**src/design/nes_bus_pkg.sv**
```systemverilog
//======================================
// NES bus types
// CPU, PPU, rom-load and AXI4-Lite bundles
//======================================

package nes_bus_pkg;

	// AXI response code, only OKAY is ever sent
	localparam logic [1:0] axi_resp_okay = 2'b00;

	// CPU side access, one strobe per transfer
	typedef struct packed {
		logic        rd;
		logic        wr;
		logic [15:0] addr;
		logic [7:0]  wdata;
	} cpu_req_t;

	// PPU side access, 14-bit address space
	typedef struct packed {
		logic        rd;
		logic        wr;
		logic [13:0] addr;
		logic [7:0]  wdata;
	} ppu_req_t;

	// Which ROM the loader fills
	typedef enum logic {
		tgt_prg = 1'b0,
		tgt_chr = 1'b1
	} rom_tgt_e;

	// Cartridge programmer port
	typedef struct packed {
		logic        valid;
		rom_tgt_e    target;
		logic [15:0] addr;
		logic [7:0]  data;
	} rom_load_t;

	//======================================
	// AXI4-Lite, host to slave and back
	//======================================
	typedef struct packed {
		logic        awvalid;
		logic [15:0] awaddr;
		logic        wvalid;
		logic [31:0] wdata;
		logic [3:0]  wstrb;
		logic        bready;
		logic        arvalid;
		logic [15:0] araddr;
		logic        rready;
	} axil_req_t;

	typedef struct packed {
		logic        awready;
		logic        wready;
		logic        bvalid;
		logic [1:0]  bresp;
		logic        arready;
		logic        rvalid;
		logic [31:0] rdata;
		logic [1:0]  rresp;
	} axil_rsp_t;

endpackage

```
**src/design/controller_port.sv**
```systemverilog
//======================================
// Joypad port at $4016
// Strobe latch and serial shift out
//======================================
`timescale 1ns/1ps

module controller_port
	import nes_bus_pkg::*;
(
	input  logic       clk,
	input  logic       rst_n,
	input  cpu_req_t   joy_req,
	input  logic [7:0] keycode,
	output logic [7:0] joy_rdata
);

	logic       strobe;
	logic [7:0] shift_q;

	always_ff @(posedge clk or negedge rst_n) begin
		if (!rst_n) begin
			strobe <= 1'b0;
			shift_q <= 8'h00;
			joy_rdata <= 8'h00;
		end else begin
			// Bit 0 of any write sets the latch
			if (joy_req.wr) begin
				strobe <= joy_req.wdata[0];
			end
			// Serial bit on D0, upper bits zero
			if (joy_req.rd) begin
				joy_rdata <= {7'b0, shift_q[0]};
			end
			// Parallel load while latched, else shift on read
			if (strobe) begin
				shift_q <= keycode;
			end else if (joy_req.rd) begin
				shift_q <= {1'b1, shift_q[7:1]};
			end
		end
	end

endmodule

```
**config.mk**
```make
export PLATFORM = sky130hd
export DESIGN_NAME = controller_port
export DESIGN_NICKNAME = d
export VERILOG_FILES = /design/src/design/nes_bus_pkg.sv /design/src/design/controller_port.sv
export SDC_FILE = /design/constraint.sdc
export NUM_CORES = 1
export LEC_CHECK = 0
export BUFFER_PORTS_ARGS = -buffer_cell sky130_fd_sc_hd__buf_2
export CAP_MARGIN = 30
export CELL_PAD_IN_SITES_DETAIL_PLACEMENT = 0
export CELL_PAD_IN_SITES_GLOBAL_PLACEMENT = 1
export CORE_MARGIN = 2
export CORE_UTILIZATION = 24
export CTS_CLUSTER_SIZE = 40
export DETAILED_ROUTE_END_ITERATION = 10
export GPL_ROUTABILITY_DRIVEN = 0
export HOLD_SLACK_MARGIN = 0.12
export PLACE_DENSITY = 0.84
export SLEW_MARGIN = 15
export SYNTH_ARGS = -nofsm -noshare
export SYNTH_HDL_FRONTEND = slang
export SYNTH_SLANG_ARGS = --single-unit
```
**constraint.sdc**
```tcl
create_clock -name clk -period 1 [get_ports clk]
set_input_delay 0.2 -clock clk [delete_from_list [all_inputs] [get_ports clk]]
set_output_delay 0.2 -clock clk [all_outputs]
set_load 0.02 [all_outputs]
```
==> metrics.log <==
INFO  metric timing.critical_path.required = 800 ps
INFO  metric critical_path_buf_inv_count = 1
INFO  metric clk_pin_slew = 60 ps
INFO  metric power_density = 1610 mW/mm2
INFO  metric route.detailed.drc = 0
INFO  metric most-common-layout-cells = sky130_fd_sc_hd__buf_2, sky130_fd_sc_hd__dfrtp_1, sky130_fd_sc_hd__nand2_1
INFO  metric synthesis.instances = 46
INFO  metric worst_setup_path_start_kind = flip-flop
INFO  metric drv_cap = 0
INFO  metric clock_buffers_created_by_tritoncts = 3
INFO  metric initial_util = 0.256
INFO  metric synth_area_per_cell = 10.9 um2
INFO  metric critical_path_peak_fanout = 2
INFO  metric worst_hold_path_type = in2reg
INFO  metric outcome = completed
INFO  metric place_hpwl = 615 um
INFO  metric multiInputGateArea = 200 um2
INFO  metric io_buffers = 13
INFO  metric yosys_warnings = 0
INFO  metric io_pins = 44
INFO  metric final_antenna_net_count = 0
INFO  metric achievable-frequency = 1030 MHz
INFO  metric fin_util = 0.311
INFO  metric first_global_vias = 272
INFO  metric number_of_levels_the_h_tree_was_split_into = 1
INFO  metric number_of_max_slew_violations_in_the_final_report = 0
INFO  metric power.leakage = 0.313 nW
INFO  metric rsz0062_at_grt = true
INFO  metric design.core.area = 0.00196 mm2
INFO  metric firstDrtPassIters = 4
INFO  metric globalRouteOverflowTotal = 0
INFO  metric final_min_period_over_clock_period = 0.973
INFO  metric insertion_delay = 250 ps
INFO  metric cts.root.buffer_cell = sky130_fd_sc_hd__clkbuf_4
INFO  metric timing.critical_path.slowest_stage_cell = sky130_fd_sc_hd__dfrtp_1
INFO  metric pin_count_of_the_biggest_net_entering_global_routing = 11
INFO  metric finalWirelength = 794 um
INFO  metric fin_worst_skew = 1.71 ps
INFO  metric timing.critical_path.arrival = 770 ps
INFO  metric critical_path.top_delay_family = flip-flops
INFO  metric antenna-diode-count = 0
INFO  metric die_area = 0.00248 mm2
INFO  metric final_common_cell = sky130_fd_sc_hd__buf_2
INFO  metric synth-seq-cells = 10
INFO  metric grt_first_pass_wirelength = 1.22 mm
INFO  metric critical_path.cell_chain = buf_6
INFO  metric cpPeakStageDelay = 390 ps
INFO  metric fillers = 228
INFO  metric stdcell_count = 90
INFO  metric average_vias_per_placed_instance = 3.64
INFO  metric flow.area_growth_from_synthesis = 21.4%
INFO  metric die_height = 49.8 um
INFO  metric global_route.usage.total = 0.0678
INFO  metric cts.sink_count = 10
INFO  metric ys_types = 12
INFO  metric cts_tree = built
INFO  metric hold_violations = 0
INFO  metric layout_min_cycle_time = 973 ps
INFO  metric finalSetupViolations = 0
INFO  metric pre_cts_ws = 116 ps
INFO  metric via_count_of_the_routed_design = 328
INFO  metric detail_route.wl_per_cell = 8.82 um
INFO  metric critical_setup_path_class = reg2out
INFO  metric netlist_area = 503 um2
INFO  metric post-place-cells = 85
INFO  metric postLayoutSetupSlackWorst = 26.6 ps
INFO  metric std_cell_rows = 16
INFO  metric end_kind = output pin
INFO  metric die_width = 49.8 um
INFO  metric layout-drive-gt1-share = 0.349
INFO  metric antenna_violations_before_repair = 0
INFO  metric iter_0_drt_violations = 6
INFO  metric max-vdd-ir-drop = 0.000995 V
INFO  metric ctsLongestPathBuffers = 2
INFO  metric register_area = 250 um2
INFO  metric post_synthesis_sequential_area_ratio = 0.498
INFO  metric nNetsFinal = 101
## per-layer routing
metal  up-vias  global-route usage  routed length (um)
met5         -                   0                   0
met4         0                   0                   0
met3         0              0.0576                  88
met2        18              0.0867                 335
met1       134              0.0914                 370
li1        176                   -                   -
## stage by stage
stage	TNS (ps)	instance area, um2	hold WS (ps)	power [mW]
floorplan	0	526	-95.6	0.673
global placement	0	564	65.2	0.706
detailed placement	0	564	73.5	0.715
CTS	0	597	142	0.985
global route	-15.7	611	149	1.06
finish	0	611	151	0.986
## synthesized netlist by cell type (all sizes together)
master	instances	area, um2
dfrtp	10	250
buf	9	75.1
nand2	8	30.0
o21ai	8	43.8
mux2i	7	70.1
mux2	2	26.3
conb	1	3.75
nor2	1	3.75
## path summary, 6_finish.rpt
path / cells after the start / end / start / slack (ps)
worst max-delay path: 1 / joy_rdata[0] / joy_rdata[0] / 30
worst min-delay path: 3 / shift_q[7] / keycode[7] / 150
worst max register to register: 2 / joy_rdata[0] / joy_rdata[0] / 110
worst min register to register: 1 / joy_rdata[0] / shift_q[0] / 520
max in group asynchronous: 2 / shift_q[5] / rst_n / 470
min in group asynchronous: 2 / shift_q[1] / rst_n / 340
## report_power, final
part	internal [mW]	switching (mW)	total (mW)
combinational	0.114	0.111	0.225
clock	0.138	0.118	0.256
sequential	0.468	0.0370	0.505
## area by class of cell
| class | instances | share of cell area |
|---|---|---|
| tap | 27 | 0.0553 |
| clock buffer | 3 | 0.0369 |
| multi-input combinational | 33 | 0.328 |
| sequential | 10 | 0.410 |
| timing repair buffer | 17 | 0.170 |
## repair_timing
item	CTS	global route
setup endpoints to repair	0	1
hold endpoints to repair	10	0
hold buffers	1	0
buffers inserted	0	1
gates resized for setup	0	2
## state kept, by name, indices dropped and copies added, names as in the netlist
signal / cells
strobe: 1
shift_q: 8
joy_rdata: 1
## cell families (layout without fill, tap and decap cells)
family | after synthesis | count (layout) | synth area share
DFF | 10 | 10 | 0.498
muxes | 9 | 9 | 0.192
AOI/OAI and AO/OA | 8 | 8 | 0.0871
and+or+nand+nor | 9 | 9 | 0.0672
other | 1 | 7 | 0.00746
buffers and inverters | 9 | 20 | 0.149
(Power assumes the default switching activity.)
