File: config.mk
export PLATFORM = sky130hd
export DESIGN_NAME = cpu_axil_port
export DESIGN_NICKNAME = d
export VERILOG_FILES = /design/src/design/nes_bus_pkg.sv /design/src/design/cpu_axil_port.sv
export SDC_FILE = /design/constraint.sdc
export NUM_CORES = 1
export LEC_CHECK = 0
export ABC_AREA = 0
export CORE_AREA = 5 5 55 57
export CTS_CLUSTER_DIAMETER = 40
export CTS_CLUSTER_SIZE = 8
export DETAILED_ROUTE_END_ITERATION = 7
export DIE_AREA = 0 0 60 62
export DONT_BUFFER_PORTS = 1
export GPL_ROUTABILITY_DRIVEN = 0
export GPL_TIMING_DRIVEN = 0
export PLACE_DENSITY_LB_ADDON = 0.3
export SKIP_CTS_REPAIR_TIMING = 1
export SLEW_MARGIN = 30
export SYNTH_ARGS = -nofsm -noshare
export SYNTH_HDL_FRONTEND = slang
export SYNTH_SLANG_ARGS = --single-unit
export TNS_END_PERCENT = 10
File: constraint.sdc
create_clock -name clk -period 1.2 [get_ports clk]
set_input_delay 0.12 -clock clk [delete_from_list [all_inputs] [get_ports clk]]
set_output_delay 0.12 -clock clk [all_outputs]
set_load 0.02 [all_outputs]
File: src/design/nes_bus_pkg.sv
//======================================
// NES bus types
// CPU, PPU, rom-load and AXI4-Lite bundles
//======================================

package nes_bus_pkg;

	// AXI response code, only OKAY is ever sent
	localparam logic [1:0] axi_resp_okay = 2'b00;

	// CPU side access, one strobe per transfer
	typedef struct packed {
		logic        rd;
		logic        wr;
		logic [15:0] addr;
		logic [7:0]  wdata;
	} cpu_req_t;

	// PPU side access, 14-bit address space
	typedef struct packed {
		logic        rd;
		logic        wr;
		logic [13:0] addr;
		logic [7:0]  wdata;
	} ppu_req_t;

	// Which ROM the loader fills
	typedef enum logic {
		tgt_prg = 1'b0,
		tgt_chr = 1'b1
	} rom_tgt_e;

	// Cartridge programmer port
	typedef struct packed {
		logic        valid;
		rom_tgt_e    target;
		logic [15:0] addr;
		logic [7:0]  data;
	} rom_load_t;

	//======================================
	// AXI4-Lite, host to slave and back
	//======================================
	typedef struct packed {
		logic        awvalid;
		logic [15:0] awaddr;
		logic        wvalid;
		logic [31:0] wdata;
		logic [3:0]  wstrb;
		logic        bready;
		logic        arvalid;
		logic [15:0] araddr;
		logic        rready;
	} axil_req_t;

	typedef struct packed {
		logic        awready;
		logic        wready;
		logic        bvalid;
		logic [1:0]  bresp;
		logic        arready;
		logic        rvalid;
		logic [31:0] rdata;
		logic [1:0]  rresp;
	} axil_rsp_t;

endpackage

File: src/design/cpu_axil_port.sv
//======================================
// CPU AXI4-Lite port
// Turns host transactions into CPU bus strobes
//======================================
`timescale 1ns/1ps

module cpu_axil_port
	import nes_bus_pkg::*;
(
	input  logic      clk,
	input  logic      rst_n,
	input  axil_req_t axil_req,
	output axil_rsp_t axil_rsp,
	output cpu_req_t  cpu_req,
	input  logic [7:0] cpu_rdata
);

	typedef enum logic [1:0] {
		st_idle,
		st_rd_wait,
		st_resp
	} state_e;

	state_e     state_q;
	logic       rd_go;
	logic       wr_go;
	logic       bvalid_q;
	logic       rvalid_q;
	logic [7:0] rdata_q;

	//======================================
	// Accept logic
	//======================================
	// Read wins when both arrive together
	assign rd_go = (state_q == st_idle) && axil_req.arvalid;
	// Write needs address and data at once
	assign wr_go = (state_q == st_idle) && !axil_req.arvalid &&
	               axil_req.awvalid && axil_req.wvalid;

	// Ready is the accept itself, one cycle wide
	always_comb begin
		axil_rsp = '0;
		axil_rsp.arready = rd_go;
		axil_rsp.awready = wr_go;
		axil_rsp.wready = wr_go;
		axil_rsp.bvalid = bvalid_q;
		axil_rsp.bresp = axi_resp_okay;
		axil_rsp.rvalid = rvalid_q;
		// Byte lane 0 only
		axil_rsp.rdata = {24'h0, rdata_q};
		axil_rsp.rresp = axi_resp_okay;
	end

	// One bus strobe per accept
	always_comb begin
		cpu_req.rd = rd_go;
		// Lane 0 strobe clear drops the write
		cpu_req.wr = wr_go && axil_req.wstrb[0];
		cpu_req.addr = rd_go ? axil_req.araddr : axil_req.awaddr;
		cpu_req.wdata = axil_req.wdata[7:0];
	end

	//======================================
	// Transaction FSM
	//======================================
	always_ff @(posedge clk or negedge rst_n) begin
		if (!rst_n) begin
			state_q <= st_idle;
			bvalid_q <= 1'b0;
			rvalid_q <= 1'b0;
		end else begin
			case (state_q)
				st_idle: begin
					if (rd_go) begin
						state_q <= st_rd_wait;
					end else if (wr_go) begin
						// Response one cycle after the write
						state_q <= st_resp;
						bvalid_q <= 1'b1;
					end
				end
				st_rd_wait: begin
					// Fabric data is valid now
					state_q <= st_resp;
					rvalid_q <= 1'b1;
				end
				default: begin
					// Hold until the host takes it
					if (bvalid_q && axil_req.bready) begin
						bvalid_q <= 1'b0;
						state_q <= st_idle;
					end
					if (rvalid_q && axil_req.rready) begin
						rvalid_q <= 1'b0;
						state_q <= st_idle;
					end
				end
			endcase
		end
	end

	// Read byte capture
	always_ff @(posedge clk) begin
		if (state_q == st_rd_wait) begin
			rdata_q <= cpu_rdata;
		end
	end

	// One response channel at a time
	a_one_rsp: assert property (@(posedge clk) disable iff (!rst_n)
		!(bvalid_q && rvalid_q));

endmodule

==> impl_results.md, run 1 <==
* TritonRoute pass-1 iters at 2
* Num CTS Buffers at 3
* Pin count of the biggest net entering global routing at 12
* Psw at 0.704 mW
* Initial antenna violation count at 0
* Endpoints failing setup at 21
* Diode count at 0
* Achievable Freq at 570 MHz
* Yosys cell types at 21
* Via count at 673
* H-tree depth at 1
* Finished Cell Area at 1310 sq um
* First-pass GRT wire length at 3460 microns
* Global route overflow at 0
* Die area at 3720 sq um
* Status: finished with violations
* Post-synth top area share at 0.307
* Logic pwr share at 0.502
* Crit end category: output pin
* Met2 WL at 1720 microns
* Reg2reg start: state_q[1]
* CP Class: reg2out
* Setup WS post-layout at -0.553 ns
* Final count of hold timing violations at 0
* Final worst path period need at 1.75 ns
* Power Dens Cells at 1390 nW/um^2
* Total power at 1.83 mW
* Worst Tran Pin Value at 0.582 ns
* Max Used Layer: met4
* Critical Path AT at 1.63 ns
* Residual DRC at 0
* Ys Warns at 0
* Sw frac at 0.386
* Layout area overhead at 27.6%
* Total Routing Usage GR at 0.128
* Vias in the first global route at 685
* Async SR Flop Fraction at 0.333
* Clk_lat worst skew at 0.27 ns
* TNS Setup at -9.56 ns
* Sequential area share after synthesis at 0.331
* Leakage power at 0.649 nW
* Crit Path Max Fanout at 11
* Tcrit/Tclk final at 1.46
* Crit start category: register
* Hold crit path type: in2reg
* Mapped cell area at 1030 sq um
* Sequential share of power at 0.327
* Starting Density at 0.422
* Final worst hold slack at 0.0470 ns
* Clock slew at reported path FFs at 0.07 ns
* EDFF count, synth at 8
* Largest cells by area after synthesis: buf_4 (31%), edfxtp_1 (23%), mux2_4 (12%)
* Failing checks: setup timing
* Port bufs at 0
* Clock root cell: clkbuf_4
* Slew HR at 0.611
* Clock net sink count at 12
* Syn Area/Cell at 11.4 sq um
* DP HPWL at 2460 microns
* CTS tree: built
* Drt total wl at 2870 microns
* Fin. max-slew vios at 0
* Count leader, synth: buf_4
* Clock share of power at 0.171
* Routed length on met3 at 304 microns
* Worst Setup SP: state_q[0]
* IR Drop Worst-Case VDD at 796 uV
* Wire per inst at 17.9 microns
* Io pins at 150
* Row Count at 18
* Top post-synthesis cells by count: buf_4 (42), edfxtp_1 (8), mux2_2 (8), mux2_4 (8), dfrtp_1 (4)
* Critical Path RT at 1.08 ns
* Layout cells sized above 1 at 0.542
* Horiz. Die Dim at 60 microns
* Area post-placement at 1170 sq um
* Max-Cap Viols at 0
* Core outline area at 2430 sq um
* Main synth FF type: edfxtp_1
* DR iter-0 viols at 12
* Clock Skew at 0.000727 ns
* Cell count after synthesis at 90
* RSZ-0062 raised after global routing: true
* Wl on met1 at 809 microns
* Die Span Y at 62 microns
* Flops & latches, synth at 12
* P_int at 1.12 mW
* Routed Antenna Nets at 0
* Synth area leader: buf_4
* CTS Buffer Depth at 2
* Hold Crit Start: axil_req[18]
* Final net count at 215
* Routed vias/inst at 4.18
[critical path, stage by stage (launching register included)]
cell and delay, ns:
dfrtp_1 0.37, buf_6 0.13, nor3b_2 0.19, buf_6 0.17, buf_12 0.15, mux2_4 0.34
[worst paths after layout]
path / to / slack [ns] / depth (start not counted)
worst max-delay path: cpu_req[19] / -0.55 / 5
max in group asynchronous: bvalid_q / 0.90 / 1
worst min-delay path: bvalid_q / 0.05 / 2
worst min register to register: bvalid_q / 0.58 / 2
worst max register to register: rdata_q[5] / 0 / 2
min in group asynchronous: state_q[0] / 0.12 / 1
[placed cells by master (no fill, tap or decap), drive strengths merged]
cell	instances
a21bo	1
a31o	1
nor3b	1
o22ai	1
mux2	16
conb	28
nor2	2
dlygate4sd3	10
nand3b	1
nor2b	1
buf	46
dfrtp	4
edfxtp	8
clkbuf	4
nor3	1
o31ai	1
inv	2
a22oi	1
a2bb2oi	1
nor4b	1
[cells by family after synthesis]
group / after synthesis / synth area share
buf+inv: 48 / 0.367
mux: 16 / 0.205
flops: 12 / 0.331
simple gates: 7 / 0.0463
compound gates: 6 / 0.0475
other cells: 1 / 0.00365
[state kept, by name (all words and copies together), names as in the netlist]
register / flops
bvalid_q: 1
rdata_q: 8
rvalid_q: 1
state_q: 2
[area by class of cell]
cell class                      instances  area [sq um]
Buffer                                 46           369
Inverter                                2          7.51
Sequential cell                        12           340
Multi-Input combinational cell         57           420
Fill cell                             213          1120
Tap cell                               30          37.5
Clock buffer                            4          36.3
Timing Repair Buffer                   10           100
[power groups by stage]
stage	registers, mW	clock network [mW]	logic, mW
after CTS	0.598	0.320	0.887
final	0.597	0.312	0.916
after detailed placement	0.607	0	0.884
after global routing	0.609	0.336	0.966
after floorplan	0.594	0	0.799
after global placement	0.600	0	0.863
[stage by stage]
step | worst slack, ns | instances | utilization
3_3_place_gp | -0.302 | 147 | 0.479
6_report | -0.553 | 161 | 0.539
5_1_grt | -0.625 | 161 | 0.539
2_1_floorplan | -0.206 | 117 | -
3_5_place_dp | -0.266 | 147 | 0.482
4_1_cts | -0.569 | 151 | 0.497
[per-layer routing]
layer,global-route usage,vias to the layer above
li1,-,316
met1,0.115,293
met2,0.247,60
met3,0.0475,4
met4,0.0665,0
met5,0,-
Note: power is estimated with default switching activity, not from simulation.
==> run 2, diff against run 1 <==
PLACE_DENSITY_LB_ADDON = 0.15   (was 0.3)
==> run 2 against run 1 <==
  * The run still ends with setup timing left
  * Wire length fell by 13%
  * Power fell by 3.5%
  * Clock power fell by 19%
  * Sequential power barely moved
  * Via count fell by 1.3%
  * Sequential share of layout area rose by 0.075 points
  * Register-to-register slack barely moved
  * Combinational power barely moved
  * Non-clock buffer count did not move
  * Die area did not move
  * Critical endpoint is now cpu_req[15]
  * Largest cell class unchanged
==> impl_results.md, run 2 (synthesis results as in run 1) <==
* Status: finished with violations
* Failing checks: setup timing
* Finished Cell Area at 1310 sq um (-0.29%)
* Initial antenna violation count at 0 (unchanged)
* Die area at 3720 sq um (unchanged)
* Via count at 664 (-1.3%)
* Io pins at 150 (unchanged)
* RSZ-0062 raised after global routing: true
* Horiz. Die Dim at 60 microns (unchanged)
* Routed Antenna Nets at 0 (unchanged)
* TritonRoute pass-1 iters at 3 (+1)
* CP Class: reg2out
* Critical Path RT at 1.08 ns (about the same)
* Layout Cells excl Fill at 161 (unchanged)
* Slew HR at 0.582 (-0.0289)
* Top Registers: rdata_q (8), state_q (2)
* Die Span Y at 62 microns (unchanged)
* Commonest non-fill, non-tap cells in the layout: buf_4 (42), conb_1 (28), dlygate4sd3_1 (10)
* Register area at 340 sq um (unchanged)
* First-pass GRT wire length at 3110 microns (-10%)
* Fillers at 204 (-4.2%)
* Num CTS Buffers at 3 (unchanged)
* Port bufs at 0 (unchanged)
* TNS Setup at -9.51 ns (+0.0468 ns)
* Achievable Freq at 571 MHz (about the same)
* Leakage power at 0.645 nW (-0.60%)
* Routed vias/inst at 4.12 (-1.3%)
* CP Cell Sequence: buf_6 -> nor3b_4 -> buf_6 -> buf_12 -> mux2_4
* Top reg by flops: rdata_q
* Row Count at 18 (unchanged)
* IR Drop Worst-Case VDD at 784 uV (-1.5%)
* DR iter-0 viols at 1 (-11)
* Slowest stage delay, CP at 0.38 ns (about the same)
* Drt total wl at 2500 microns (-13%)
* Worst Tran Pin Value at 0.625 ns (+0.0432 ns)
* Power Dens Cells at 1350 nW/um^2 (-3.2%)
* Clock root cell: clkbuf_4
* Final net count at 215 (unchanged)
* Residual DRC at 0 (unchanged)
* Fin. max-slew vios at 0 (unchanged)
* Diode count at 0 (unchanged)
* Crit Path Max Fanout at 11 (unchanged)
* Core outline area at 2430 sq um (unchanged)
* Crit end category: output pin
* Placed cell count at 147 (unchanged)
* Total power at 1.76 mW (-3.5%)
* Clk_lat worst skew at 0.27 ns (about the same)
* Pin count of the biggest net entering global routing at 12 (unchanged)
* Tcrit/Tclk final at 1.46 (about the same)
* Footprint of the multi-input gates at 427 sq um (+1.5%)
* H-tree depth at 1 (unchanged)
* Starting Density at 0.422 (unchanged)
* Crit start category: register
* CTS tree: built
* Setup WS post-layout at -0.552 ns (+0.00133 ns)
* Clock net sink count at 12 (unchanged)
* Commonest non-fill, non-tap cell in the layout: buf_4
* Global route overflow at 0 (unchanged)
* Cell with the largest stage delay on the worst path: dfrtp_1
* Final count of hold timing violations at 0 (unchanged)
* Layout area overhead at 27.3%
* Max FFs per register at 8 (unchanged)
* Area post-placement at 1170 sq um (unchanged)
* Max-Cap Viols at 0 (unchanged)
* Wire per inst at 15.6 microns (-13%)
* CTS Buffer Depth at 2 (unchanged)
* Clock Skew at 0.00261 ns (+0.00189 ns)
* Cell mode on critical path: buf_6
* Clock slew at reported path FFs at 0.07 ns (about the same)
* Critical Path AT at 1.63 ns (about the same)
* Endpoints failing setup at 21 (unchanged)
* Final worst path period need at 1.75 ns (-0.00133 ns)
* DP HPWL at 2190 microns (-11%)
* Total Routing Usage GR at 0.111 (-0.0170)
* Hold crit path type: in2reg
* Layout cells sized above 1 at 0.534 (-0.00763)
* Vias in the first global route at 675 (-1.5%)
==> run 2: per-layer routing <==
metal | global-route usage | part of all wire
met1 | 0.116 | 0.31
met2 | 0.211 | 0.59
met3 | 0.0186 | 0.091
met4 | 0.0570 | 0.0088
met5 | 0 | 0
==> run 2: per-stage QoR <==
step                      utilization  setup WS (ns)  hold slack (ns)
after floorplan                     -         -0.206           -0.176
after global placement          0.479         -0.321           -0.175
after detailed placement        0.482         -0.268           -0.175
after global routing            0.538         -0.625           0.0538
final                           0.538         -0.552           0.0574
after CTS                       0.493         -0.573           -0.467
==> run 2: critical path, delay by kind of cell, from the launching register on <==
kind / cells / cell delay (ns)
and+or+nand+nor: 1 / 0.19
muxes: 1 / 0.34
DFF: 1 / 0.38
buffers and inverters: 3 / 0.46
==> run 2: layout make-up <==
class / count / share of cell area
Timing Repair Buffer: 10 / 0.0766
Inverter: 2 / 0.00574
Sequential cell: 12 / 0.260
Buffer: 46 / 0.282
Tap cell: 30 / 0.0287
Clock buffer: 4 / 0.0201
Multi-Input combinational cell: 57 / 0.326
==> run 2: report_power, final <==
group	total (mW)	internal (mW)	switching, mW
Combinational	0.915	0.416	0.499
Sequential	0.595	0.525	0.0695
Clock	0.253	0.129	0.124
==> run 2: worst paths after layout <==
check                               to         start  cells past startpoint  slack, ns
max                        cpu_req[15]    state_q[0]                      5      -0.55
min                           bvalid_q  axil_req[18]                      2       0.06
max reg2reg                 rdata_q[6]    state_q[1]                      2       0.01
min reg2reg                   rvalid_q      rvalid_q                      2       0.58
max in group asynchronous   state_q[1]         rst_n                      1       0.90
min in group asynchronous     rvalid_q         rst_n                      1       0.12
