$ cat src/design/nes_bus_pkg.sv
//======================================
// NES bus types
// CPU, PPU, rom-load and AXI4-Lite bundles
//======================================

package nes_bus_pkg;

	// AXI response code, only OKAY is ever sent
	localparam logic [1:0] axi_resp_okay = 2'b00;

	// CPU side access, one strobe per transfer
	typedef struct packed {
		logic        rd;
		logic        wr;
		logic [15:0] addr;
		logic [7:0]  wdata;
	} cpu_req_t;

	// PPU side access, 14-bit address space
	typedef struct packed {
		logic        rd;
		logic        wr;
		logic [13:0] addr;
		logic [7:0]  wdata;
	} ppu_req_t;

	// Which ROM the loader fills
	typedef enum logic {
		tgt_prg = 1'b0,
		tgt_chr = 1'b1
	} rom_tgt_e;

	// Cartridge programmer port
	typedef struct packed {
		logic        valid;
		rom_tgt_e    target;
		logic [15:0] addr;
		logic [7:0]  data;
	} rom_load_t;

	//======================================
	// AXI4-Lite, host to slave and back
	//======================================
	typedef struct packed {
		logic        awvalid;
		logic [15:0] awaddr;
		logic        wvalid;
		logic [31:0] wdata;
		logic [3:0]  wstrb;
		logic        bready;
		logic        arvalid;
		logic [15:0] araddr;
		logic        rready;
	} axil_req_t;

	typedef struct packed {
		logic        awready;
		logic        wready;
		logic        bvalid;
		logic [1:0]  bresp;
		logic        arready;
		logic        rvalid;
		logic [31:0] rdata;
		logic [1:0]  rresp;
	} axil_rsp_t;

endpackage

$ cat src/design/nes_map_pkg.sv
//======================================
// NES memory map
// Address windows, memory depths and the open-bus byte
//======================================

package nes_map_pkg;

	//======================================
	// Memory depths, one byte per word
	//======================================
	localparam int unsigned sysram_words = 2048;
	localparam int unsigned prg_words = 32768;
	localparam int unsigned chr_words = 8192;
	localparam int unsigned vram_words = 2048;
	localparam int unsigned pal_words = 32;

	// Matching address widths
	localparam int unsigned sysram_aw = $clog2(sysram_words);
	localparam int unsigned prg_aw = $clog2(prg_words);
	localparam int unsigned chr_aw = $clog2(chr_words);
	localparam int unsigned vram_aw = $clog2(vram_words);
	localparam int unsigned pal_aw = $clog2(pal_words);

	//======================================
	// CPU and PPU address windows
	//======================================
	// PPU registers, mirrored every 8 bytes
	localparam logic [15:0] ppu_reg_base = 16'h2000;
	localparam logic [15:0] ppu_reg_end = 16'h3FFF;
	// Joypad one
	localparam logic [15:0] joy_addr = 16'h4016;
	// Cartridge program space
	localparam logic [15:0] prg_base = 16'h8000;
	// Palette start on the PPU bus
	localparam logic [13:0] pal_base = 14'h3F00;

	// Floating data bus value
	localparam logic [7:0] open_bus = 8'hAA;

	// PPU register offsets within the window
	localparam logic [2:0] reg_ctrl = 3'd0;
	localparam logic [2:0] reg_status = 3'd2;
	localparam logic [2:0] reg_addr = 3'd6;
	localparam logic [2:0] reg_data = 3'd7;

endpackage
$ cat src/design/ppu_reg_port.sv
//======================================
// PPU register port
// PPUCTRL, PPUADDR and PPUDATA between the buses
//======================================
`timescale 1ns/1ps

module ppu_reg_port
	import nes_map_pkg::*;
	import nes_bus_pkg::*;
(
	input  logic       clk,
	input  logic       rst_n,
	input  cpu_req_t   reg_req,
	output logic [7:0] reg_rdata,
	output ppu_req_t   ppu_req,
	input  logic [7:0] ppu_rdata
);

	// What the CPU sees one cycle after a read
	typedef enum logic [1:0] {
		rs_open,
		rs_zero,
		rs_buf,
		rs_ppu
	} rsel_e;

	rsel_e       rsel_q;
	logic [7:0]  ppu_ctrl;
	logic [13:0] vaddr;
	logic        toggle;
	logic [7:0]  rbuf;
	logic        refill_q;
	logic [2:0]  off;
	logic        data_acc;
	logic [13:0] vinc;

	// 8-byte mirror of the register window
	assign off = reg_req.addr[2:0];
	assign data_acc = (reg_req.rd || reg_req.wr) && (off == reg_data);
	// PPUCTRL bit 2 picks a row step
	assign vinc = ppu_ctrl[2] ? 14'd32 : 14'd1;

	//======================================
	// PPU bus side
	//======================================
	always_comb begin
		ppu_req.rd = reg_req.rd && (off == reg_data);
		ppu_req.wr = reg_req.wr && (off == reg_data);
		ppu_req.addr = vaddr;
		ppu_req.wdata = reg_req.wdata;
	end

	//======================================
	// Register state
	//======================================
	always_ff @(posedge clk or negedge rst_n) begin
		if (!rst_n) begin
			ppu_ctrl <= 8'h00;
			vaddr <= 14'h0000;
			toggle <= 1'b0;
			rbuf <= 8'h00;
			refill_q <= 1'b0;
			rsel_q <= rs_open;
		end else begin
			// Buffer takes the PPU byte a cycle after the read
			refill_q <= ppu_req.rd;
			if (refill_q) begin
				rbuf <= ppu_rdata;
			end
			if (reg_req.wr) begin
				case (off)
					reg_ctrl: ppu_ctrl <= reg_req.wdata;
					reg_addr: begin
						// High 6 bits first, then low byte
						if (!toggle) vaddr[13:8] <= reg_req.wdata[5:0];
						else vaddr[7:0] <= reg_req.wdata;
						toggle <= !toggle;
					end
					default: ;
				endcase
			end
			if (reg_req.rd) begin
				case (off)
					reg_status: begin
						// Status read resets the write latch
						rsel_q <= rs_zero;
						toggle <= 1'b0;
					end
					// Palette bypasses the buffer
					reg_data: rsel_q <= (vaddr >= pal_base) ? rs_ppu : rs_buf;
					default:  rsel_q <= rs_open;
				endcase
			end
			// Post-access step, wraps in 14 bits
			if (data_acc) begin
				vaddr <= vaddr + vinc;
			end
		end
	end

	// Old buffer is still in place during the return cycle
	always_comb begin
		case (rsel_q)
			rs_zero: reg_rdata = 8'h00;
			rs_buf:  reg_rdata = rbuf;
			rs_ppu:  reg_rdata = ppu_rdata;
			default: reg_rdata = open_bus;
		endcase
	end

	// One PPU access direction per cycle
	a_ppu_rw: assert property (@(posedge clk) disable iff (!rst_n)
		!(ppu_req.rd && ppu_req.wr));

endmodule

$ cat config.mk
export PLATFORM = sky130hd
export DESIGN_NAME = ppu_reg_port
export DESIGN_NICKNAME = d
export VERILOG_FILES = /design/src/design/nes_bus_pkg.sv /design/src/design/nes_map_pkg.sv /design/src/design/ppu_reg_port.sv
export SDC_FILE = /design/constraint.sdc
export NUM_CORES = 1
export LEC_CHECK = 0
export ABC_AREA = 1
export BUFFER_PORTS_ARGS = -buffer_cell sky130_fd_sc_hd__buf_2
export CAP_MARGIN = 15
export CELL_PAD_IN_SITES_DETAIL_PLACEMENT = 0
export CELL_PAD_IN_SITES_GLOBAL_PLACEMENT = 1
export CORE_MARGIN = 1.5
export CORE_UTILIZATION = 33
export DETAILED_ROUTE_END_ITERATION = 16
export GPL_TIMING_DRIVEN = 0
export PLACE_DENSITY = 0.79
export SLEW_MARGIN = 20
export SYNTH_ARGS = -nofsm -noshare
export SYNTH_HDL_FRONTEND = slang
export SYNTH_SLANG_ARGS = --single-unit
$ cat constraint.sdc
create_clock -name clk -period 1.73 [get_ports clk]
set_clock_uncertainty 0.05 [all_clocks]
set_input_delay 0.346 -clock clk [delete_from_list [all_inputs] [get_ports clk]]
set_output_delay 0.346 -clock clk [all_outputs]
set_load 0.01 [all_outputs]
==> results of run 1 <==
## timing repair
| action | 4_1_cts | 5_1_grt |
|---|---|---|
| setup endpoints to repair | 8 | 12 |
| buffers inserted | 0 | 1 |
| endpoints found under the hold margin | 0 | 0 |
| hold buffers | 0 | 0 |
| pin swaps | 0 | 0 |
| gates resized for setup | 3 | 12 |
## cell usage after synthesis, types with 2 or more instances
library cell / count / area [um2]
nand2_1: 73 / 274
clkbuf_1: 2 / 7.51
or2_2: 3 / 18.8
nand3_1: 39 / 195
inv_1: 34 / 128
nand2_2: 2 / 12.5
nor2_1: 20 / 75.1
dfrtp_1: 27 / 676
clkinv_1: 2 / 7.51
nor3_1: 4 / 20.0
buf_4: 8 / 60.1
ha_1: 3 / 37.5
a31oi_1: 5 / 31.3
o211ai_1: 3 / 22.5
o21ai_0: 14 / 70.1
a21oi_1: 5 / 25.0
## flip-flops by register name (all words and copies together), names as in the netlist
signal / cells
rsel_q: 2
ppu_ctrl: 1
vaddr: 14
rbuf: 8
toggle: 1
refill_q: 1
## stage by stage
step | hold slack [ns] | power, W | instances | instance area [um2]
final | 0.0285 | 0.00216 | 383 | 2210
after global routing | 0.0967 | 0.00233 | 383 | 2210
after CTS | 0.0510 | 0.00214 | 382 | 2170
after detailed placement | 0.353 | 0.00177 | 378 | 2120
after global placement | 0.350 | 0.00175 | 378 | 2120
after floorplan | 0.000409 | 0.00145 | 254 | 1760
## critical path: stages (launching register included)
cell and delay [ns]:
dfrtp_2 0.45, buf_4 0.18, a21oi_1 0.13, a31oi_1 0.05
buf_2 0.14
## per-layer routing
layer / vias up / track usage / wire, um
li1: 923 / - / -
met1: 803 / 0.229 / 2200
met2: 63 / 0.281 / 2170
met3: 4 / 0.0263 / 248
met4: 0 / 0.0333 / 30
met5: - / 0 / 0
## cell type report
type                    count  area share
multi-input cells         178       0.396
clock buffers               4      0.0204
well taps                  70      0.0397
inverters                  37      0.0641
flip-flops and latches     27       0.307
repair buffers             55       0.126
plain buffers              12      0.0465
## power by group
group	switching, W	internal, W	leakage (nW)
logic	0.000451	0.000347	0.796
clock network	0.000201	0.000165	0.0228
registers	0.000202	0.000799	0.337
total	0.000854	0.00131	1.16
## logic make-up (layout without fill, tap and decap cells)
kind of cell	Yosys count	in the layout
adders and majority gates	3	3
buffers and inverters	49	108
AOI/OAI and AO/OA	28	28
and+or+nand+nor	147	147
DFF	27	27
## worst paths after layout
| check | end | slack, ns |
|---|---|---|
| worst max-delay path | reg_rdata[3] | 0.11 |
| worst min-delay path | rbuf[2] | 0.03 |
| worst max register to register | vaddr[7] | 0.15 |
| worst min register to register | rbuf[3] | 0.49 |
| max in group asynchronous | rsel_q[1] | 1.16 |
| min in group clk | rbuf[3] | 0.24 |
==> results.ini, run 1 <==
[logic_synthesis]
synth-xor-area-share = 0
muxShareOfSynthArea = 0
yosys.area_share.simple = 0.371
synth_top_family_by_area = simple AND/OR/NAND/NOR gates
synth.avg_cell_area_um2 = 6.94
synth_adder_area_share = 0.0213
yosysWarningCount = 0
synth_edf_count = 0
synth_cells = 254
yosysUniqueCellTypes = 26
syn-num-nets = 293
synth_compound_area_frac = 0.0888
synth_seq_cells = 27
synth_seq_area_share = 0.384
synthArstFlopShare = 1.00
synth_area_um2 = 1760
synth_ff_type = dfrtp_1

[cells_and_area]
multiInputGateArea_um2 = 875
layout_commonest_cell = nand2_1
num-fill-cells = 564
drive_gt1_frac = 0.278
register_area_um2 = 678
nets = 353
area_delta_synth_final_pct = 25.3
diodes = 0
mostFrequentLayoutCells = nand2_1, buf_2, nand3_1
final_util = 0.429

[sta]
timing.final.crit_period_ns = 1.62
timing_hold_violations_final = 0
fin_setup_tns_ns = 0
slew_violations = 0
worst_slack_ns = 0.110
finalCritPeriodShare = 0.936
fmax_mhz = 617
rsz0062_at_grt = no
worst_slew_pin_slew_ns = 0.625
slew_headroom = 0.583
setup_violations = 0

[job]
drv_cap = 0

[routing]
first_pass_iters = 4
wl_per_cell_um = 12.2
vias_per_cell = 4.68
antenna_left = 0
drcViolationCount = 0
drt-total-wl_um = 4660
vias = 1793
dr.first_iter.drc_count = 86

[clock_network]
root_buffer = clkbuf_8
cts_buffer_depth = 2
cts_sinks = 27
htreeDepth = 1
clkTransAtPathRegs_ns = 0.10
cts_tree = yes
numCtsBuffers = 3
clk_latency_ns = 0.27

[floorplan]
die_area_um2 = 5790
initial_core_util = 0.343
rows = 26
die_x_um = 76.1
coreArea_um2 = 5140
die_h_um = 76.1
ios = 68

[worst_setup_path]
r2r_start = ppu_ctrl[2]
worstSetupStartpointType = register
cp.arrival_ns = 1.22
critPathKind = register to output port
critPathLaunch = rsel_q[1]
endpoint_kind = output port
reg2regPathDepth = 8
cp_max_fo = 10
cp_data_required_time_ns = 1.33

[outcome]
status = finished, final reports clean

[global_routing]
grt_pass1_vias = 1694
grt_max_degree = 28
overflow = 0
antenna_found_initial = 0
grt_pass1_wl_um = 7940
grt_usage = 0.167

[pwr]
irDropWorstVdd_v = 0.000379
power_density_nw_per_um2 = 981
p_leak_nw = 1.16

[place]
numPortBuffers = 54
dp_hpwl_um = 3630
gp_congestion = 0.796
pre_cts_slack_ns = 0.0564

[min_path]
hold_class = input port to asynchronous set/reset pin

(Power assumes the default switching activity.)
==> run 2: changes to the inputs <==
CORE_MARGIN = not set   (was 1.5)
==> run 2 against run 1 <==
Against the previous run: clock power increased by 3%; flip-flop and latch count did not move; global-route usage up 0.77 points; critical path depth unchanged; clock-buffer cell count fell by 1; power shrank 0.41%; non-clock buffer count grew 2; fmax shrank 0.85%; first-iteration DRC count is 3.5% lower; core utilization up 0.32 points; die area fell by 2.6%; critical path type unchanged.
==> results.ini, run 2 (same netlist as run 1, synthesis figures left out) <==
[floorplan]
rows = 26
coreArea_um2 = 5140
initial_core_util = 0.343
die_x_um = 75.1
die_h_um = 75.1
die_area_um2 = 5630
ios = 68

[worst_setup_path]
r2r_slack_ns = 0.17
crit_buf_inv = 2
critPathLaunch = rsel_q[0]
crit_end = reg_rdata[4]
reg2regPathDepth = 8
max_stage_delay_ns = 0.45
endpoint_kind = output port
cp_slowest_cell = dfrtp_2
cp_max_fo = 10
cp_data_required_time_ns = 1.33
worstSetupStartpointType = register
path_cells = inv_4 -> nand2_1 -> o21ai_0 -> buf_2
critPathKind = register to output port
reg2reg_to = vaddr[7]
cp.arrival_ns = 1.24
r2r_start = ppu_ctrl[2]
crit_family = flip-flops
cp.depth = 4

[place]
numPortBuffers = 54
place_inst = 378
dp_hpwl_um = 3530
gp_congestion = 0.791
placed_area_um2 = 2120
pre_cts_slack_ns = 0.0568

[clock_network]
cts_sinks = 27
root_buffer = clkbuf_8
hold_buffers = 0
numCtsBuffers = 3
clk_latency_ns = 0.28
clkTransAtPathRegs_ns = 0.10
htreeDepth = 1
cts_tree = yes
cts_buffer_depth = 2

[routing]
first_pass_iters = 4
dr.first_iter.drc_count = 83
antenna_left = 0
drcViolationCount = 0
vias_per_cell = 4.60
wl_per_cell_um = 12.0
vias = 1770
drt-total-wl_um = 4610

[sta]
slew_violations = 0
setup_violations = 0
finalCritPeriodShare = 0.944
worst_slew_pin_slew_ns = 0.632
timing.final.crit_period_ns = 1.63
fmax_mhz = 612
worst_slack_ns = 0.0962
timing_hold_violations_final = 0
fin_setup_tns_ns = 0
slew_headroom = 0.579

[global_routing]
grt_pass1_wl_um = 7410
grt_usage = 0.175
overflow = 0
grt_pass1_vias = 1664
grt_max_degree = 28
antenna_found_initial = 0

[cells_and_area]
regMostFlops = vaddr
mostFrequentLayoutCells = nand2_1, buf_2, nand3_1
largest_register_ffs = 14
diodes = 0
reg_top3 = vaddr: 14 flops, rbuf: 8 flops, rsel_q: 2 flops
final_cell_area_um2 = 2220
layout.cells.non_filler = 385
area_delta_synth_final_pct = 26.2
final_util = 0.433
nets = 355
drive_gt1_frac = 0.283
layout_commonest_cell = nand2_1
num-fill-cells = 584

[pwr]
p_leak_nw = 1.17
pwr-share-comb = 0.365
pwr-share-seq = 0.461
switching_share = 0.394
p_sw_w = 0.000849
power_density_nw_per_um2 = 970
intPower_w = 0.00131
irDropWorstVdd_v = 0.000396
clkPwrFrac = 0.175

[min_path]
hold_class = input port to asynchronous set/reset pin

[outcome]
status = finished, final reports clean

[job]
drv_cap = 0

run 2: area by class of cell:
type                    count  area [um2]  share of cell area
well taps                  70        87.6              0.0394
multi-input cells         178         875               0.393
repair buffers             57         290               0.131
clock inverters             1        5.00             0.00225
inverters                  37         141              0.0636
clock buffers               3        41.3              0.0186
plain buffers              12         106              0.0478
flip-flops and latches     27         677               0.304
run 2: timing repair:
item / in CTS / in global routing
resized for setup: 2 / 14
endpoints found under the setup margin: 8 / 10
buffers inserted: 0 / 2
gates cloned: 0 / 1
run 2: worst register-to-register path, stage by stage (launching register included):
cell and delay (ns):
dfrtp_1 0.42, ha_1 0.36, nand2_1 0.09, nor2_1 0.09, nand2_1 0.07, nand2_2 0.10, nand2_1 0.07, or2_0 0.20
nand3_1 0.07
run 2: power groups by stage:
stage                     sequential (W)  combinational [W]  clock, W
after floorplan                  0.00102           0.000434         0
after global placement          0.000994           0.000754         0
after detailed placement        0.000993           0.000765         0
after CTS                       0.000983           0.000769  0.000385
after global routing             0.00103           0.000900  0.000416
final                           0.000993           0.000786  0.000376
run 2: metal layers:
layer / track usage / wire length [um] / up-vias
met5: 0 / 0 / -
met2: 0.325 / 2180 / 47
met3: 0.0201 / 209 / 2
met1: 0.214 / 2200 / 792
met4: 0.0440 / 23 / 0
li1: - / - / 929
run 2: metrics by stage:
step | power [W] | hold WS (ns)
detailed placement | 0.00176 | 0.359
global route | 0.00234 | 0.0709
CTS | 0.00214 | 0.0460
finish | 0.00216 | 0.0231
floorplan | 0.00145 | 0.000409
global placement | 0.00175 | 0.352
run 2: worst min-delay path by stage:
stage	from	end	slack, ns	depth (start not counted)
final	rst_n	rbuf[6]	0.02	1
after global routing	rst_n	rbuf[6]	0.07	1
after detailed placement	rst_n	rbuf[0]	0.36	1
after floorplan	rst_n	ppu_ctrl[2]	0.0004	0
after CTS	rst_n	vaddr[6]	0.05	1
after global placement	rst_n	rbuf[0]	0.35	1
